<file path="src/design/cw_bus_pkg.sv">
`default_nettype none

package cw_bus_pkg;

   localparam int BYTECNT_W = 7;   // byte counter width, fixed

   // read data word as returned by every register block
   typedef logic [7:0] rdata_t;

   // register bus from the host front end
   typedef struct packed {
      logic [7:0]           addr;      // latched on ALE
      logic [BYTECNT_W-1:0] bytecnt;   // byte index within an ALE
      logic [7:0]           wdata;
      logic                 rd;        // one-cycle read pulse
      logic                 wr;        // one-cycle write pulse
      logic                 addrvalid; // set after first ALE
   } reg_bus_t;

   // ADC configuration block
   localparam logic [7:0] ADDR_ADC_CTRL  = 8'h00;
   localparam logic [7:0] ADDR_ADC_SPI   = 8'h01;
   localparam logic [7:0] ADDR_ADC_STAT  = 8'h02;
   localparam logic [7:0] ADDR_VMAG      = 8'h03;

   // trigger and target pins
   localparam logic [7:0] ADDR_TRIG_MASK = 8'h10;
   localparam logic [7:0] ADDR_TRIG_MODE = 8'h11;
   localparam logic [7:0] ADDR_IO_CTRL   = 8'h12;

   // status
   localparam logic [7:0] ADDR_ERR       = 8'h20;

endpackage

`default_nettype wire

</file>
<file path="src/design/cw_target_pkg.sv">
`default_nettype none

package cw_target_pkg;

   // pad model: value plus output enable, oe low means high-z
   typedef struct packed {
      logic val;
      logic oe;
   } pin_drive_t;

   // IO_CTRL register bits
   localparam int BIT_AVRPROG  = 0;   // SAM drives the AVR ISP pins
   localparam int BIT_NRST_EN  = 1;   // manual nrst drive
   localparam int BIT_NRST_VAL = 2;   // level for manual nrst
   localparam int BIT_PWR_OFF  = 3;   // target unpowered, float pins

   localparam int IO_CTRL_W    = 4;

endpackage

`default_nettype wire

</file>
<file path="src/design/cw_capture_top.sv">
`timescale 1ns/1ps
`default_nettype none

module cw_capture_top #(
   parameter int sclk_div = 4,
   parameter int hb_bit   = 22
) (
   input  wire                        clk_usb_buf,
   input  wire                        rst_n_i,
   // host bus
   input  wire [7:0]                  usb_addr_i,
   input  wire [7:0]                  usb_data_i,
   input  wire                        usb_rdn_i,
   input  wire                        usb_wrn_i,
   input  wire                        usb_cen_i,
   input  wire                        usb_alen_i,
   output logic [7:0]                 usb_data_o,
   output logic                       usb_data_oe_o,
   // ADC
   output logic                       adc_reset_o,
   output logic                       adc_oe_o,
   output logic                       adc_dfs_o,
   output logic                       adc_sclk_o,
   output logic                       adc_sdata_o,
   output logic                       adc_sen_o,
   output logic [4:0]                 vmag_o,
   // target
   input  wire [3:0]                  target_io_i,
   input  wire                        sam_mosi_i,
   input  wire                        sam_spck_i,
   input  wire                        target_miso_i,
   output logic                       trig_o,
   output cw_target_pkg::pin_drive_t  target_nrst_o,
   output cw_target_pkg::pin_drive_t  target_mosi_o,
   output cw_target_pkg::pin_drive_t  target_sck_o,
   output cw_target_pkg::pin_drive_t  sam_miso_o,
   // status and LED
   input  wire                        fifo_error_i,
   input  wire                        dcm_unlock_i,
   output logic                       led_fail_o
);

   cw_bus_pkg::reg_bus_t reg_bus;
   cw_bus_pkg::rdata_t   rdata_adc, rdata_trig, rdata_stat, rdata_all;

   // idle blocks return 0, so a plain OR works
   assign rdata_all = rdata_adc | rdata_trig | rdata_stat;

   usb_reg_main u_usb_reg_main (
      .clk_usb_buf   (clk_usb_buf),
      .rst_n_i       (rst_n_i),
      .usb_addr_i    (usb_addr_i),
      .usb_data_i    (usb_data_i),
      .usb_rdn_i     (usb_rdn_i),
      .usb_wrn_i     (usb_wrn_i),
      .usb_cen_i     (usb_cen_i),
      .usb_alen_i    (usb_alen_i),
      .rdata_i       (rdata_all),
      .bus_o         (reg_bus),
      .usb_data_o    (usb_data_o),
      .usb_data_oe_o (usb_data_oe_o)
   );

   reg_adc_ctrl #(
      .sclk_div (sclk_div)
   ) u_reg_adc_ctrl (
      .clk_usb_buf (clk_usb_buf),
      .rst_n_i     (rst_n_i),
      .bus_i       (reg_bus),
      .rdata_o     (rdata_adc),
      .adc_reset_o (adc_reset_o),
      .adc_oe_o    (adc_oe_o),
      .adc_dfs_o   (adc_dfs_o),
      .adc_sclk_o  (adc_sclk_o),
      .adc_sdata_o (adc_sdata_o),
      .adc_sen_o   (adc_sen_o),
      .vmag_o      (vmag_o)
   );

   reg_trigger_io u_reg_trigger_io (
      .clk_usb_buf   (clk_usb_buf),
      .rst_n_i       (rst_n_i),
      .bus_i         (reg_bus),
      .target_io_i   (target_io_i),
      .sam_mosi_i    (sam_mosi_i),
      .sam_spck_i    (sam_spck_i),
      .target_miso_i (target_miso_i),
      .rdata_o       (rdata_trig),
      .trig_o        (trig_o),
      .target_nrst_o (target_nrst_o),
      .target_mosi_o (target_mosi_o),
      .target_sck_o  (target_sck_o),
      .sam_miso_o    (sam_miso_o)
   );

   reg_status #(
      .hb_bit (hb_bit)
   ) u_reg_status (
      .clk_usb_buf  (clk_usb_buf),
      .rst_n_i      (rst_n_i),
      .bus_i        (reg_bus),
      .fifo_error_i (fifo_error_i),
      .dcm_unlock_i (dcm_unlock_i),
      .rdata_o      (rdata_stat),
      .led_fail_o   (led_fail_o)
   );

endmodule

`default_nettype wire

</file>
<file path="src/design/reg_adc_ctrl.sv">
`timescale 1ns/1ps
`default_nettype none

module reg_adc_ctrl #(
   parameter int sclk_div = 4   // sclk half period in clocks
) (
   input  wire                    clk_usb_buf,
   input  wire                    rst_n_i,
   input  cw_bus_pkg::reg_bus_t   bus_i,
   output cw_bus_pkg::rdata_t     rdata_o,
   output logic                   adc_reset_o,
   output logic                   adc_oe_o,
   output logic                   adc_dfs_o,
   output logic                   adc_sclk_o,
   output logic                   adc_sdata_o,
   output logic                   adc_sen_o,
   output logic [4:0]             vmag_o
);

   localparam int DIV_W = (sclk_div > 1) ? $clog2(sclk_div) : 1;
   localparam logic [DIV_W-1:0] DIV_LAST = DIV_W'(sclk_div - 1);

   logic [2:0]       ctrl_q;       // {dfs, oe, reset}
   logic [4:0]       vmag_q;
   logic [15:0]      spi_word_q;   // last word written, for readback
   logic [15:0]      shift_q;
   logic             busy_q, sen_q, sclk_q;
   logic [DIV_W-1:0] div_cnt_q;
   logic [3:0]       bit_cnt_q;

   logic wr_spi, spi_hi_wr, spi_start, div_done, sclk_fall;

   assign wr_spi    = bus_i.wr && (bus_i.addr == cw_bus_pkg::ADDR_ADC_SPI) && !busy_q;
   assign spi_hi_wr = wr_spi && (bus_i.bytecnt == 'd0);
   assign spi_start = wr_spi && (bus_i.bytecnt == 'd1);  // low byte kicks off
   assign div_done  = (div_cnt_q == DIV_LAST);
   assign sclk_fall = busy_q && div_done && sclk_q;

   always_ff @(posedge clk_usb_buf or negedge rst_n_i) begin
      if (!rst_n_i) begin
         ctrl_q <= '0;
         vmag_q <= '0;
      end else if (bus_i.wr) begin
         if (bus_i.addr == cw_bus_pkg::ADDR_ADC_CTRL)
            ctrl_q <= bus_i.wdata[2:0];
         if (bus_i.addr == cw_bus_pkg::ADDR_VMAG)
            vmag_q <= bus_i.wdata[4:0];
      end
   end

   always_ff @(posedge clk_usb_buf) begin
      if (spi_hi_wr)
         spi_word_q[15:8] <= bus_i.wdata;
      if (spi_start)
         spi_word_q[7:0] <= bus_i.wdata;
      if (spi_start)
         shift_q <= {spi_word_q[15:8], bus_i.wdata};
      else if (sclk_fall)
         shift_q <= {shift_q[14:0], 1'b0};   // next bit while sclk low
   end

   // serial clock sequencer, sen low for the whole word
   always_ff @(posedge clk_usb_buf or negedge rst_n_i) begin
      if (!rst_n_i) begin
         busy_q    <= 1'b0;
         sen_q     <= 1'b1;
         sclk_q    <= 1'b0;
         div_cnt_q <= '0;
         bit_cnt_q <= '0;
      end else if (spi_start) begin
         busy_q    <= 1'b1;
         sen_q     <= 1'b0;
         sclk_q    <= 1'b0;
         div_cnt_q <= '0;
         bit_cnt_q <= '0;
      end else if (busy_q) begin
         if (div_done) begin
            div_cnt_q <= '0;
            if (!sclk_q) begin
               sclk_q <= 1'b1;                // ADC samples here
            end else begin
               sclk_q <= 1'b0;
               if (bit_cnt_q == 4'd15) begin
                  busy_q <= 1'b0;             // 16th high phase done
                  sen_q  <= 1'b1;
               end else begin
                  bit_cnt_q <= bit_cnt_q + 1'b1;
               end
            end
         end else begin
            div_cnt_q <= div_cnt_q + 1'b1;
         end
      end
   end

   always_comb begin
      rdata_o = '0;
      if (bus_i.rd) begin
         case (bus_i.addr)
            cw_bus_pkg::ADDR_ADC_CTRL: rdata_o = {5'b0, ctrl_q};
            cw_bus_pkg::ADDR_ADC_SPI:
               rdata_o = bus_i.bytecnt[0] ? spi_word_q[7:0] : spi_word_q[15:8];
            cw_bus_pkg::ADDR_ADC_STAT: rdata_o = {7'b0, busy_q};
            cw_bus_pkg::ADDR_VMAG:     rdata_o = {3'b0, vmag_q};
            default:                   rdata_o = '0;
         endcase
      end
   end

   assign adc_reset_o = ctrl_q[0];
   assign adc_oe_o    = ctrl_q[1];
   assign adc_dfs_o   = ctrl_q[2];
   assign vmag_o      = vmag_q;
   assign adc_sclk_o  = sclk_q;
   assign adc_sen_o   = sen_q;
   assign adc_sdata_o = busy_q & shift_q[15];   // MSB first

endmodule

`default_nettype wire

</file>
<file path="src/design/reg_status.sv">
`timescale 1ns/1ps
`default_nettype none

module reg_status #(
   parameter int hb_bit = 22   // heartbeat bit for the LED flash
) (
   input  wire                    clk_usb_buf,
   input  wire                    rst_n_i,
   input  cw_bus_pkg::reg_bus_t   bus_i,
   input  wire                    fifo_error_i,
   input  wire                    dcm_unlock_i,
   output cw_bus_pkg::rdata_t     rdata_o,
   output logic                   led_fail_o
);

   logic [hb_bit:0] hb_cnt_q;
   logic [0:0]      err_q;   // bit0 fifo error, sticky
   logic [0:0]      err_clr;

   // write-one-to-clear
   assign err_clr = (bus_i.wr && bus_i.addr == cw_bus_pkg::ADDR_ERR) ?
                    bus_i.wdata[0:0] : 1'b0;

   always_ff @(posedge clk_usb_buf or negedge rst_n_i) begin
      if (!rst_n_i) begin
         hb_cnt_q <= '0;
         err_q    <= '0;
      end else begin
         hb_cnt_q <= hb_cnt_q + 1'b1;               // free running
         err_q    <= (err_q & ~err_clr) | fifo_error_i;  // set wins
      end
   end

   // flash while anything is pending
   assign led_fail_o = (|err_q) ? hb_cnt_q[hb_bit] : dcm_unlock_i;

   assign rdata_o = (bus_i.rd && bus_i.addr == cw_bus_pkg::ADDR_ERR) ?
                    {7'b0, err_q} : 8'h00;

endmodule

`default_nettype wire

</file>
<file path="src/design/reg_trigger_io.sv">
`timescale 1ns/1ps
`default_nettype none

module reg_trigger_io (
   input  wire                        clk_usb_buf,
   input  wire                        rst_n_i,
   input  cw_bus_pkg::reg_bus_t       bus_i,
   input  wire [3:0]                  target_io_i,
   input  wire                        sam_mosi_i,
   input  wire                        sam_spck_i,
   input  wire                        target_miso_i,
   output cw_bus_pkg::rdata_t         rdata_o,
   output logic                       trig_o,
   output cw_target_pkg::pin_drive_t  target_nrst_o,
   output cw_target_pkg::pin_drive_t  target_mosi_o,
   output cw_target_pkg::pin_drive_t  target_sck_o,
   output cw_target_pkg::pin_drive_t  sam_miso_o
);

   logic [3:0] mask_q;
   logic [1:0] mode_q;   // bit0 AND/OR, bit1 invert
   logic [cw_target_pkg::IO_CTRL_W-1:0] io_ctrl_q;
   logic       trig_q;

   logic and_hit, or_hit, trig_raw;
   logic avrprog, nrst_en, nrst_val, pwr_off;

   always_ff @(posedge clk_usb_buf or negedge rst_n_i) begin
      if (!rst_n_i) begin
         mask_q    <= '0;
         mode_q    <= '0;
         io_ctrl_q <= '0;   // all pins float
      end else if (bus_i.wr) begin
         case (bus_i.addr)
            cw_bus_pkg::ADDR_TRIG_MASK: mask_q    <= bus_i.wdata[3:0];
            cw_bus_pkg::ADDR_TRIG_MODE: mode_q    <= bus_i.wdata[1:0];
            cw_bus_pkg::ADDR_IO_CTRL:   io_ctrl_q <= bus_i.wdata[3:0];
            default: ;
         endcase
      end
   end

   // unselected lines count as 1 for AND, empty mask never fires
   assign and_hit  = (mask_q != 4'h0) && ((target_io_i | ~mask_q) == 4'hf);
   assign or_hit   = |(target_io_i & mask_q);
   assign trig_raw = (mode_q[0] ? and_hit : or_hit) ^ mode_q[1];

   always_ff @(posedge clk_usb_buf or negedge rst_n_i) begin
      if (!rst_n_i)
         trig_q <= 1'b0;
      else
         trig_q <= trig_raw;
   end

   assign trig_o = trig_q;

   assign avrprog  = io_ctrl_q[cw_target_pkg::BIT_AVRPROG];
   assign nrst_en  = io_ctrl_q[cw_target_pkg::BIT_NRST_EN];
   assign nrst_val = io_ctrl_q[cw_target_pkg::BIT_NRST_VAL];
   assign pwr_off  = io_ctrl_q[cw_target_pkg::BIT_PWR_OFF];

   // pin priority: power off, then ISP, then manual nrst
   always_comb begin
      target_nrst_o = '{val: 1'b0, oe: 1'b0};
      target_mosi_o = '{val: 1'b0, oe: 1'b0};
      target_sck_o  = '{val: 1'b0, oe: 1'b0};
      if (!pwr_off) begin
         if (avrprog) begin
            target_nrst_o = '{val: 1'b0, oe: 1'b1};        // hold target in reset
            target_mosi_o = '{val: sam_mosi_i, oe: 1'b1};
            target_sck_o  = '{val: sam_spck_i, oe: 1'b1};
         end else if (nrst_en) begin
            target_nrst_o = '{val: nrst_val, oe: 1'b1};
         end
      end
      sam_miso_o = '{val: target_miso_i, oe: avrprog};     // not gated by power
   end

   always_comb begin
      rdata_o = '0;
      if (bus_i.rd) begin
         case (bus_i.addr)
            cw_bus_pkg::ADDR_TRIG_MASK: rdata_o = {4'b0, mask_q};
            cw_bus_pkg::ADDR_TRIG_MODE: rdata_o = {6'b0, mode_q};
            cw_bus_pkg::ADDR_IO_CTRL:   rdata_o = {4'b0, io_ctrl_q};
            default:                    rdata_o = '0;
         endcase
      end
   end

endmodule

`default_nettype wire

</file>
<file path="src/design/usb_reg_main.sv">
`timescale 1ns/1ps
`default_nettype none

module usb_reg_main (
   input  wire                    clk_usb_buf,
   input  wire                    rst_n_i,
   input  wire [7:0]              usb_addr_i,
   input  wire [7:0]              usb_data_i,
   input  wire                    usb_rdn_i,
   input  wire                    usb_wrn_i,
   input  wire                    usb_cen_i,
   input  wire                    usb_alen_i,
   input  cw_bus_pkg::rdata_t     rdata_i,     // OR of all blocks
   output cw_bus_pkg::reg_bus_t   bus_o,
   output logic [7:0]             usb_data_o,
   output logic                   usb_data_oe_o
);

   // sampled host pins
   logic       rdn_s, wrn_s, cen_s, alen_s;
   logic       rdn_d, wrn_d;               // previous samples for edges
   logic [7:0] addr_s, data_s;

   logic       rd_edge, wr_edge;
   logic       rd_q, wr_q;
   logic       addrvalid_q;
   logic [7:0] addr_q;
   logic [7:0] wdata_q;
   logic [cw_bus_pkg::BYTECNT_W-1:0] bytecnt_q;

   // strobes idle high
   always_ff @(posedge clk_usb_buf or negedge rst_n_i) begin
      if (!rst_n_i) begin
         rdn_s  <= 1'b1;
         wrn_s  <= 1'b1;
         cen_s  <= 1'b1;
         alen_s <= 1'b1;
         rdn_d  <= 1'b1;
         wrn_d  <= 1'b1;
      end else begin
         rdn_s  <= usb_rdn_i;
         wrn_s  <= usb_wrn_i;
         cen_s  <= usb_cen_i;
         alen_s <= usb_alen_i;
         rdn_d  <= rdn_s;
         wrn_d  <= wrn_s;
      end
   end

   // sampled host address and data
   always_ff @(posedge clk_usb_buf) begin
      addr_s <= usb_addr_i;
      data_s <= usb_data_i;
   end

   assign wr_edge = wrn_s & ~wrn_d & ~cen_s;   // end of write strobe
   assign rd_edge = ~rdn_s & rdn_d & ~cen_s;   // start of read strobe

   always_ff @(posedge clk_usb_buf or negedge rst_n_i) begin
      if (!rst_n_i) begin
         rd_q        <= 1'b0;
         wr_q        <= 1'b0;
         addrvalid_q <= 1'b0;
         addr_q      <= '0;
         bytecnt_q   <= '0;
      end else begin
         rd_q <= rd_edge;
         wr_q <= wr_edge;
         if (!alen_s) begin
            addr_q      <= addr_s;
            bytecnt_q   <= '0;            // new burst
            addrvalid_q <= 1'b1;          // stays until reset
         end else if (rd_q || wr_q) begin
            bytecnt_q <= bytecnt_q + 1'b1; // step after the pulse
         end
      end
   end

   // write data captured at the wrn rising edge
   always_ff @(posedge clk_usb_buf) begin
      if (wr_edge)
         wdata_q <= data_s;
   end

   // read data valid 2 cycles after the rdn fall is seen
   always_ff @(posedge clk_usb_buf) begin
      if (rd_q)
         usb_data_o <= rdata_i;
   end

   assign usb_data_oe_o = ~cen_s & ~rdn_s;

   always_comb begin
      bus_o.addr      = addr_q;
      bus_o.bytecnt   = bytecnt_q;
      bus_o.wdata     = wdata_q;
      bus_o.rd        = rd_q;
      bus_o.wr        = wr_q;
      bus_o.addrvalid = addrvalid_q;
   end

endmodule

`default_nettype wire

</file>
<file path="config.mk">
export PLATFORM = sky130hd
export DESIGN_NAME = cw_capture_top
export DESIGN_NICKNAME = d
export VERILOG_FILES = /design/src/design/cw_bus_pkg.sv /design/src/design/cw_target_pkg.sv /design/src/design/cw_capture_top.sv /design/src/design/reg_adc_ctrl.sv /design/src/design/reg_status.sv /design/src/design/reg_trigger_io.sv /design/src/design/usb_reg_main.sv
export SDC_FILE = /design/constraint.sdc
export NUM_CORES = 1
export LEC_CHECK = 0
export BUFFER_PORTS_ARGS = -buffer_cell sky130_fd_sc_hd__buf_2
export CAP_MARGIN = 0
export CORE_ASPECT_RATIO = 1.4
export CORE_MARGIN = 5
export CORE_UTILIZATION = 52
export CTS_CLUSTER_SIZE = 14
export DETAILED_ROUTE_END_ITERATION = 10
export PLACE_DENSITY = 0.75
export SYNTH_ARGS = -nofsm -noshare
export SYNTH_HDL_FRONTEND = slang
export SYNTH_SLANG_ARGS = --single-unit
</file>
<file path="constraint.sdc">
create_clock -name clk_usb_buf -period 2.6 [get_ports clk_usb_buf]
set_input_delay 0.26 -clock clk_usb_buf [delete_from_list [all_inputs] [get_ports clk_usb_buf]]
set_output_delay 0.26 -clock clk_usb_buf [all_outputs]
set_load 0.05 [all_outputs]
</file>
[Word-level counts from Yosys, hierarchy flattened]
Cells that the tools add are included.
Word-level totals
  register bits: 139
  input port bits: 31
  output and inout bits: 30
  logic and storage cells: 135
Operators by class
  add/sub/neg operators: 4
  eq/ne operators: 13
  multiplexer cells: 42
  bitwise operators: 18
  reductions and logical operators: 28
Operator list (number)
  16-bit two-way mux: 2
  8-bit case mux with 4 select lines: 1
  8-bit by 5-bit equality test with 1-bit output (second input constant): 3
  8-bit two-way mux: 3
  23-bit by 1-bit adder with 23-bit output (second input constant): 1
  2-bit two-way mux: 10
  4-bit two-way mux: 5
  1-bit two-way mux: 18
  8-bit by 2-bit equality test with 1-bit output (second input constant): 2
  8-bit OR: 2
  7-bit two-way mux: 2
  4-bit case mux with 3 select lines: 1
  2-bit AND reduction: 6
  2-bit nonzero test: 5
  1-bit logical AND: 9
  4-bit equality test (second input constant): 2
  8-bit by 1-bit equality test with 1-bit output (second input constant): 1
  8-bit by 6-bit equality test with 1-bit output (second input constant): 1
  8-bit logical NOT: 1
  4-bit AND reduction: 2
  7-bit by 1-bit adder with 7-bit output (second input constant): 1
  1-bit AND: 7
  7-bit by 1-bit equality test with 1-bit output (second input constant): 1
  7-bit logical NOT: 1
  15 further kinds: 18

[Longest topological paths before layout]
Gate-level depths: netlist of the first run.
  word-level depth: 6
  depth in mapped cells: 7
  depth with buffers taken out: 5

[Cells and area by module]
A second synthesis of the first run with hierarchy kept.
Unflattened totals
  cells, all modules: 431
  area, all modules: 5829.3 sq um
Modules (own cells, without submodules)
  reg_adc_ctrl: instances 1, cells an instance 160, area an instance 2204.6 sq um, sequential area each 1387.6 sq um
  usb_reg_main: instances 1, cells an instance 98, area an instance 1731.7 sq um, sequential area each 1408.9 sq um
  reg_status: instances 1, cells an instance 95, area an instance 1099.8 sq um, sequential area each 600.6 sq um
  reg_trigger_io: instances 1, cells an instance 70, area an instance 743.2 sq um, sequential area each 275.3 sq um
  cw_capture_top: instances 1, cells an instance 8, area an instance 50.0 sq um, sequential area each 0.0 sq um

[Worst setup path before layout of the first run]
OpenSTA, ideal clock, no wires.
  path kind: register to register
  start: register u_usb_reg_main.bytecnt_q[3] (netlist name)
  end: register u_reg_adc_ctrl.spi_word_q[0], enable pin
  setup time: 0.397 ns
  arrival time: 2.082 ns
  data required time: 2.203 ns
  slack: 0.121 ns
  stages on the path, launching flop included: 4
  buffers on the path: 0
  clock period less this slack: 2.479 ns
  cell sequence: dfrtp_1 > or4_1 > nor2_1 > nor4bb_1
On the way
  cells in the longest elaborated chain, start to end: 2
Ends and longest elaborated chain
  start, declared: line usb_reg_main.sv:29  | logic [cw_bus_pkg::BYTECNT_W-1:0] bytecnt_q;
  start signal, assigned: line usb_reg_main.sv:74  | bytecnt_q <= bytecnt_q + 1'b1;
  7-bit by 1-bit equality test with 1-bit output: line reg_adc_ctrl.sv:35  | assign spi_start = wr_spi && (bus_i.bytecnt == 'd1);
  1-bit logical AND: line reg_adc_ctrl.sv:35
  via u_reg_adc_ctrl.spi_start: line reg_adc_ctrl.sv:31  | logic wr_spi, spi_hi_wr, spi_start, div_done, sclk_fall;
  end signal, assigned: line reg_adc_ctrl.sv:55  | spi_word_q[7:0] <= bus_i.wdata;
  end, declared: line reg_adc_ctrl.sv:25  | logic [15:0] spi_word_q;
The timed path passes the listed nets, and every way through them passes these cells.
A chain may end at the register's enable or synchronous reset.

[Worst setup path after layout of the first run]
  start: register u_usb_reg_main.addr_q[7]
  end: register u_reg_adc_ctrl.shift_q[7], data pin
On the way
  cells in the longest elaborated chain, start to end: 5
Ends and longest elaborated chain
  start, declared: line usb_reg_main.sv:27  | logic [7:0] addr_q;
  start signal, assigned: line usb_reg_main.sv:70  | addr_q <= addr_s;
  8-bit by 1-bit equality test with 1-bit output: line reg_adc_ctrl.sv:33  | assign wr_spi = bus_i.wr && (bus_i.addr == cw_bus_pkg::ADDR_ADC_SPI) && !busy_q;
  1-bit logical AND (2 in a row): line reg_adc_ctrl.sv:33
  1-bit logical AND: line reg_adc_ctrl.sv:35
  16-bit two-way mux: line reg_adc_ctrl.sv:56  | if (spi_start)
  end signal, assigned: line reg_adc_ctrl.sv:57  | shift_q <= {spi_word_q[15:8], bus_i.wdata};
  end signal, assigned: line reg_adc_ctrl.sv:59  | shift_q <= {shift_q[14:0], 1'b0};
  end, declared: line reg_adc_ctrl.sv:26  | logic [15:0] shift_q;
No other way between the ends.

==> run metrics, run 1 <==
status=finished, violations left; failing checks=hold timing; cell count of the worst reg-to-reg path=5; final wirelength=about 11,000 um; Die W=a little under 100 um; RSZ-0062 raised after global routing=false; Worst Setup EP=u_reg_adc_ctrl.shift_q[7]$_DFFE_PP_; # Post-CTS Setup Buffers=0; worst r2r src=u_usb_reg_main.addr_q[7]$_DFFE_PN0N_; Yosys cell types=between 50 and 60; Cells after Synth=408; initial antenna violation count=0; fin area=6890 um2; Bufs and invs on worst path=1; met2 WL=between 5000 and 6000 um; relative slew slack=0.376; worst skew pair latency=420 ps; share of layout cells above drive strength 1=0.310; WP depth=5; CTS Buf Count=17; metal3 WL=446 um; CP Cell Sequence=or4_4, nor4b_4, nand4_2, buf_4, mux2_4; worst clock skew=9.51 ps; post-layout min period=2370 ps; post-layout util=0.637; boundary pin count=61; crit path from=u_usb_reg_main.addr_q[7]$_DFFE_PN0N_; CP arrival=2530 ps; wire per inst=16.3 um; Pre-antenna DRT Iters=6; aggregate global-route resource usage=0.177; CTS tree=yes; vias=about 3,500; Reg2Reg Capture Point=u_reg_adc_ctrl.shift_q[7]$_DFFE_PP_; Leakage Power=3.04 nW; port bufs=58; Starting Density=0.526; Post-DP Area=6150 um2; fmax=422 MHz; DRT antenna net count=0; RD Place Congestion=0.800; PwrDens=690 nW/um2; P&R area growth vs syn=21.1%; Max Slew Vio Count=0; Post-synth EDFFs=48; Post-DP HPWL=roughly 7500 um; diode count=0; syn_nets=445; WP data required=2760 ps; Max Cap Viol=0; vias in the first global route=3,658; CTS Sinks=between 100 and 150; synthesized area=around 5700 um2; Worst setup SP type=flop; FF-to-FF setup slack=roughly 230 ps; VDD IR max=0.459 mV; sequential element share of the synthesized area=0.641; Async S/R FF share, synth=0.540; H-tree lvl count=4; initial drt markers=174; core footprint=10,800 um2; total gr overflow=0; crit path capture type=flop; Area contributors post-synth=dfrtp_1 (30%), edfxtp_1 (25%), mux2_2 (6.7%); flops & latches, synth=139; # fillers=798; DIE AREA=13,200 um2; Synth warnings=0; Worst-Margin Slew=936 ps; fin crit share=0.912; post-synth top area share=0.299; CTS clk-pin slew, worst paths=approximately 60 ps; FP Rows=45; Setup TNS Final=0 ps; die height=134 um; max incr delay on CP=590 ps; cell taking the most area after synthesis=dfrtp_1; via/cell ratio=~5.3; PostCTS Resize Cnt=0; critical path's slowest cell=or4_4; largest net degree at the start of global routing=76; cts hold-fix bufs=20; final hold vios=1; WHS=-5.05 ps; CP Class=flop to flop; first-pass GRT wire length=between 15,000 and 20,000 um; largest buffer count on any clock path=2; ys flop type=dfrtp_1; highest metal used=met4; CP max FO=7; met1 WL=between 4000 and 5000 um; Avg Cell Area, Syn=13.9 um2; cell family with most CP delay=simple AND/OR/NAND/NOR gates; final setup vio count=0; DRC Markers=0; Hold Crit Class=input pin to async pin; Nets=537; clock root buffer master=clkbuf_16
placed cells by master (no fill, tap or decap), types with 9 or more instances in the layout:
cell type and n:
dfrtp_1 68, clkbuf_16 17, nor2_1 26, mux2_2 34
xnor2_1 17, nand3_1 13, dfxtp_1 16, mux2_4 10
nand2_1 18, inv_1 9, xor2_1 13, buf_4 15
buf_2 57, edfxtp_1 48, and2_1 10, dlygate4sd3_1 20
mux2i_1 12
cells in the mapped netlist, drive strengths merged, types with 7 or more instances:
library cell	n
nand3	13
buf	7
nor3	8
and2	10
xor2	13
xnor2	17
nand4	8
mux2	44
inv	9
nor2	26
o21ai	7
clkbuf	12
dfrtp	68
dfxtp	16
nand2b	7
mux2i	12
nand2	18
and4	7
edfxtp	48
dfstp	7
registers in the layout (all words and copies together) (netlist names), 2 cells and up:
register,flops
u_reg_adc_ctrl.bit_cnt_q,4
u_reg_adc_ctrl.ctrl_q,3
u_reg_adc_ctrl.div_cnt_q,2
u_reg_adc_ctrl.shift_q,16
u_reg_adc_ctrl.spi_word_q,16
u_reg_adc_ctrl.vmag_o,5
u_reg_status.hb_cnt_q,23
u_reg_trigger_io.io_ctrl_q,4
u_reg_trigger_io.mask_q,4
u_reg_trigger_io.mode_q,2
u_usb_reg_main.addr_q,8
u_usb_reg_main.addr_s,8
u_usb_reg_main.bytecnt_q,7
u_usb_reg_main.data_s,8
u_usb_reg_main.usb_data_o,8
u_usb_reg_main.wdata_q,8
layer usage:
metal	up-vias	global-route usage
li1	1658	-
met1	1718	0.199
met2	60	0.307
met3	15	0.0614
met4	0	0.0699
met5	-	0
through the flow:
stage | setup slack (ps) | hold slack [ps] | power, mW | instances
3_5_place_dp | 230 | 359 | 2.63 | 602
5_1_grt | 133 | 26.6 | 4.95 | 654
2_1_floorplan | 121 | -35.6 | 2.53 | 408
6_report | 230 | -5.05 | 4.76 | 654
4_1_cts | 217 | 28.8 | 4.80 | 654
3_3_place_gp | 269 | 355 | 2.62 | 602
kinds of logic after synthesis:
logic type / Yosys count / synth area share
compound gates: 28 / 0.0343
xor+xnor: 30 / 0.0462
fa+ha+maj: 6 / 0.0132
buf+inv: 28 / 0.0262
flops: 139 / 0.641
mux: 56 / 0.115
simple gates: 121 / 0.124
cell type report:
type                            count  area [um2]  share of cell area
Sequential cell                   139        3650               0.529
Clock buffer                       20         447              0.0648
Timing Repair Buffer               92         598              0.0868
Tap cell                          141         176              0.0256
Inverter                            9        33.8             0.00490
Clock inverter                     12        93.8              0.0136
Multi-Input combinational cell    241        1890               0.275
how the worst min path moves through the flow:
stage,endpoint,depth (start not counted),startpoint
5_1_grt,u_reg_status.err_q$_DFF_PN0_,2,fifo_error_i
6_report,u_reg_trigger_io.mask_q[3]$_DFFE_PN0P_,1,rst_n_i
4_1_cts,u_reg_trigger_io.io_ctrl_q[3]$_DFFE_PN0P_,1,rst_n_i
3_5_place_dp,u_usb_reg_main.wrn_d$_DFF_PN1_,0,u_usb_reg_main.wrn_s$_DFF_PN1_
3_3_place_gp,u_usb_reg_main.wrn_d$_DFF_PN1_,0,u_usb_reg_main.wrn_s$_DFF_PN1_
2_1_floorplan,u_reg_adc_ctrl.adc_sclk_o$_DFFE_PN0P_,0,rst_n_i
where the power goes:
group / internal [mW] / switching, mW / total (mW) / leakage [nW]
combinational: 0.109 / 0.141 / 0.250 / 1.20
sequential: 2.31 / 0.0422 / 2.36 / 1.58
clock: 1.25 / 0.895 / 2.15 / 0.266
total: 3.68 / 1.08 / 4.76 / 3.04
Note: power is estimated with default switching activity, not from simulation.
==> run 2: changes to the inputs <==
--- a/config.mk
+++ b/config.mk
@@ -7,12 +7,15 @@
 export LEC_CHECK = 0
 export BUFFER_PORTS_ARGS = -buffer_cell sky130_fd_sc_hd__buf_2
 export CAP_MARGIN = 0
+export CELL_PAD_IN_SITES_DETAIL_PLACEMENT = 0
+export CELL_PAD_IN_SITES_GLOBAL_PLACEMENT = 1
 export CORE_ASPECT_RATIO = 1.4
 export CORE_MARGIN = 5
-export CORE_UTILIZATION = 52
+export CORE_UTILIZATION = 43
 export CTS_CLUSTER_SIZE = 14
 export DETAILED_ROUTE_END_ITERATION = 10
-export PLACE_DENSITY = 0.75
+export GPL_ROUTABILITY_DRIVEN = 0
+export PLACE_DENSITY_LB_ADDON = 0.1
 export SYNTH_ARGS = -nofsm -noshare
 export SYNTH_HDL_FRONTEND = slang
 export SYNTH_SLANG_ARGS = --single-unit
==> run metrics, run 2 (synthesis gave the netlist of run 1 again) <==
CP Class=flop to flop; Worst setup SP type=flop; PwrDens=708 nW/um2 (+2.5%); largest buffer count on any clock path=2 (unchanged); worst clock skew=10.6 ps (+1.05 ps); # Post-CTS Setup Buffers=0 (unchanged); P&R area growth vs syn=22.9%; leading cell types in the layout, fill and taps excluded=dfrtp_1 (68), buf_2 (57), edfxtp_1 (48), mux2_2 (34), nor2_1 (26); Nets=537 (unchanged); Max Cap Viol=0 (unchanged); VDD IR max=0.509 mV (+11%); post-layout util=0.541 (-0.0968); max reg flops=23 (unchanged); max incr delay on CP=580 ps (about the same); vias in the first global route=3,618 (-1.1%); RSZ-0062 raised after global routing=false; DRT antenna net count=0 (unchanged); share of layout cells above drive strength 1=0.314 (+0.00390); final setup vio count=0 (unchanged); status=finished, violations left; Max Slew Vio Count=0 (unchanged); relative slew slack=0.332 (-0.0435); port bufs=58 (unchanged); worst skew pair latency=410 ps (about the same); CP Cell Sequence=or4_4, nor4b_4, and4_1, mux2_2; total gr overflow=0 (unchanged); CTS tree=yes; final setup margin=223 ps (-7.08 ps); initial drt markers=83 (-52%); Largest regs=u_reg_status.hb_cnt_q x23, u_reg_adc_ctrl.shift_q x16, u_reg_adc_ctrl.spi_word_q x16; final cell count without fillers=691 (+5.7%); DIE AREA=15,700 um2 (+19%); # placed instances=639 (+6.1%); vias=3,439 (-0.35%); Leakage Power=3.07 nW (+0.98%); clock root buffer master=clkbuf_16; aggregate global-route resource usage=0.155 (-0.0217); commonest non-fill, non-tap cell in the layout=dfrtp_1; post-layout min period=2380 ps (+7.08 ps); wire per inst=16.5 um (+1.7%); worst r2r src=u_usb_reg_main.addr_q[7]$_DFFE_PN0N_; Starting Density=0.440 (-0.0865); Placement Setup Slack=241 ps (+10.2 ps); diode count=0 (unchanged); H-tree lvl count=4 (unchanged); boundary pin count=61 (unchanged); Hold Crit Class=input pin to async pin; DRC Markers=0 (unchanged); fmax=421 MHz (-0.30%); final hold vios=9 (+8); initial antenna violation count=0 (unchanged); die height=146 um (+9.2%); FP Rows=49 (+8.9%); # fillers=1,099 (+38%); final wirelength=11,400 um (+7.4%); WHS=-11.4 ps (-6.34 ps); largest net degree at the start of global routing=76 (unchanged); Worst-Margin Slew=1000 ps (+65.3 ps); first-pass GRT wire length=18,600 um (+3.2%); core footprint=12,900 um2 (+20%); Post-DP HPWL=7730 um (+3.1%); crit path capture type=flop; Setup TNS Final=0 ps (unchanged); WP data required=2750 ps (about the same); cell count of the worst reg-to-reg path=4 (-1); CP max FO=6 (-1); Pre-antenna DRT Iters=6 (unchanged); failing checks=hold timing; CP arrival=2530 ps (about the same); CTS clk-pin slew, worst paths=60 ps (about the same); via/cell ratio=4.98 (-5.7%); CTS Sinks=139 (unchanged); Die W=107 um (+9.0%); fin crit share=0.914 (+0.00272); PostCTS Resize Cnt=0 (unchanged); Reg2Reg Capture Point=u_reg_adc_ctrl.shift_q[9]$_DFFE_PP_; Largest Register=u_reg_status.hb_cnt_q; critical path's slowest cell=or4_4; CTS Buf Count=17 (unchanged); cts hold-fix bufs=20 (unchanged); FF-to-FF setup slack=220 ps (about the same)
==> run 2: changes by cell type in the layout (fill, tap and decap cells not counted), sizes merged <==
cell,previous run,this run
inv,13,18
clkinv,7,3
clkinvlp,1,0
==> run 2: routing by layer <==
metal	vias up	track usage	share of wire
met3	9	0.0459	0.036
li1	1660	-	-
met4	0	0.0493	0.012
met5	-	0	0
met1	1712	0.195	0.44
met2	58	0.257	0.51
==> run 2: worst max path at each step <==
stage	start	endpoint	slack, ps	cells after the start
3_3_place_gp	u_usb_reg_main.addr_q[7]$_DFFE_PN0N_	u_reg_adc_ctrl.shift_q[10]$_DFFE_PP_	290	4
4_1_cts	u_usb_reg_main.addr_q[7]$_DFFE_PN0N_	u_reg_adc_ctrl.shift_q[9]$_DFFE_PP_	230	4
6_report	u_usb_reg_main.addr_q[7]$_DFFE_PN0N_	u_reg_adc_ctrl.shift_q[9]$_DFFE_PP_	220	4
3_5_place_dp	u_usb_reg_main.addr_q[7]$_DFFE_PN0N_	u_reg_adc_ctrl.shift_q[9]$_DFFE_PP_	240	4
2_1_floorplan	u_usb_reg_main.bytecnt_q[3]$_DFFE_PN0P_	u_reg_adc_ctrl.spi_word_q[0]$_DFFE_PP_	120	3
5_1_grt	u_usb_reg_main.addr_q[7]$_DFFE_PN0N_	u_reg_adc_ctrl.shift_q[9]$_DFFE_PP_	140	4
==> run 2: report_power, final <==
part	leakage, nW	total, mW	internal (mW)	switching, mW
Clock	0.294	2.34	1.38	0.960
Combinational	1.20	0.250	0.110	0.141
Sequential	1.58	2.36	2.31	0.0441
Total	3.07	4.95	3.80	1.15
==> run 2: metrics by stage <==
step	instance area, um2	power (mW)
final	6990	4.95
after global routing	6990	5.14
after CTS	6990	5.01
after detailed placement	6210	2.63
after global placement	6210	2.63
after floorplan	5690	2.53
==> run 2: cell type report <==
type / instances / area (um2) / area share
clock buffer: 20 / 489 / 0.0700
clock inverter: 12 / 95.1 / 0.0136
inverter: 9 / 33.8 / 0.00483
multi-input combinational: 241 / 1890 / 0.271
sequential: 139 / 3650 / 0.522
tap: 178 / 223 / 0.0318
timing repair buffer: 92 / 611 / 0.0873
==> run 2: critical path, delay by kind of cell (launching register included) <==
family | cells | cell delay (ps)
simple gates | 3 | 1370
flops | 1 | 380
mux | 1 | 370
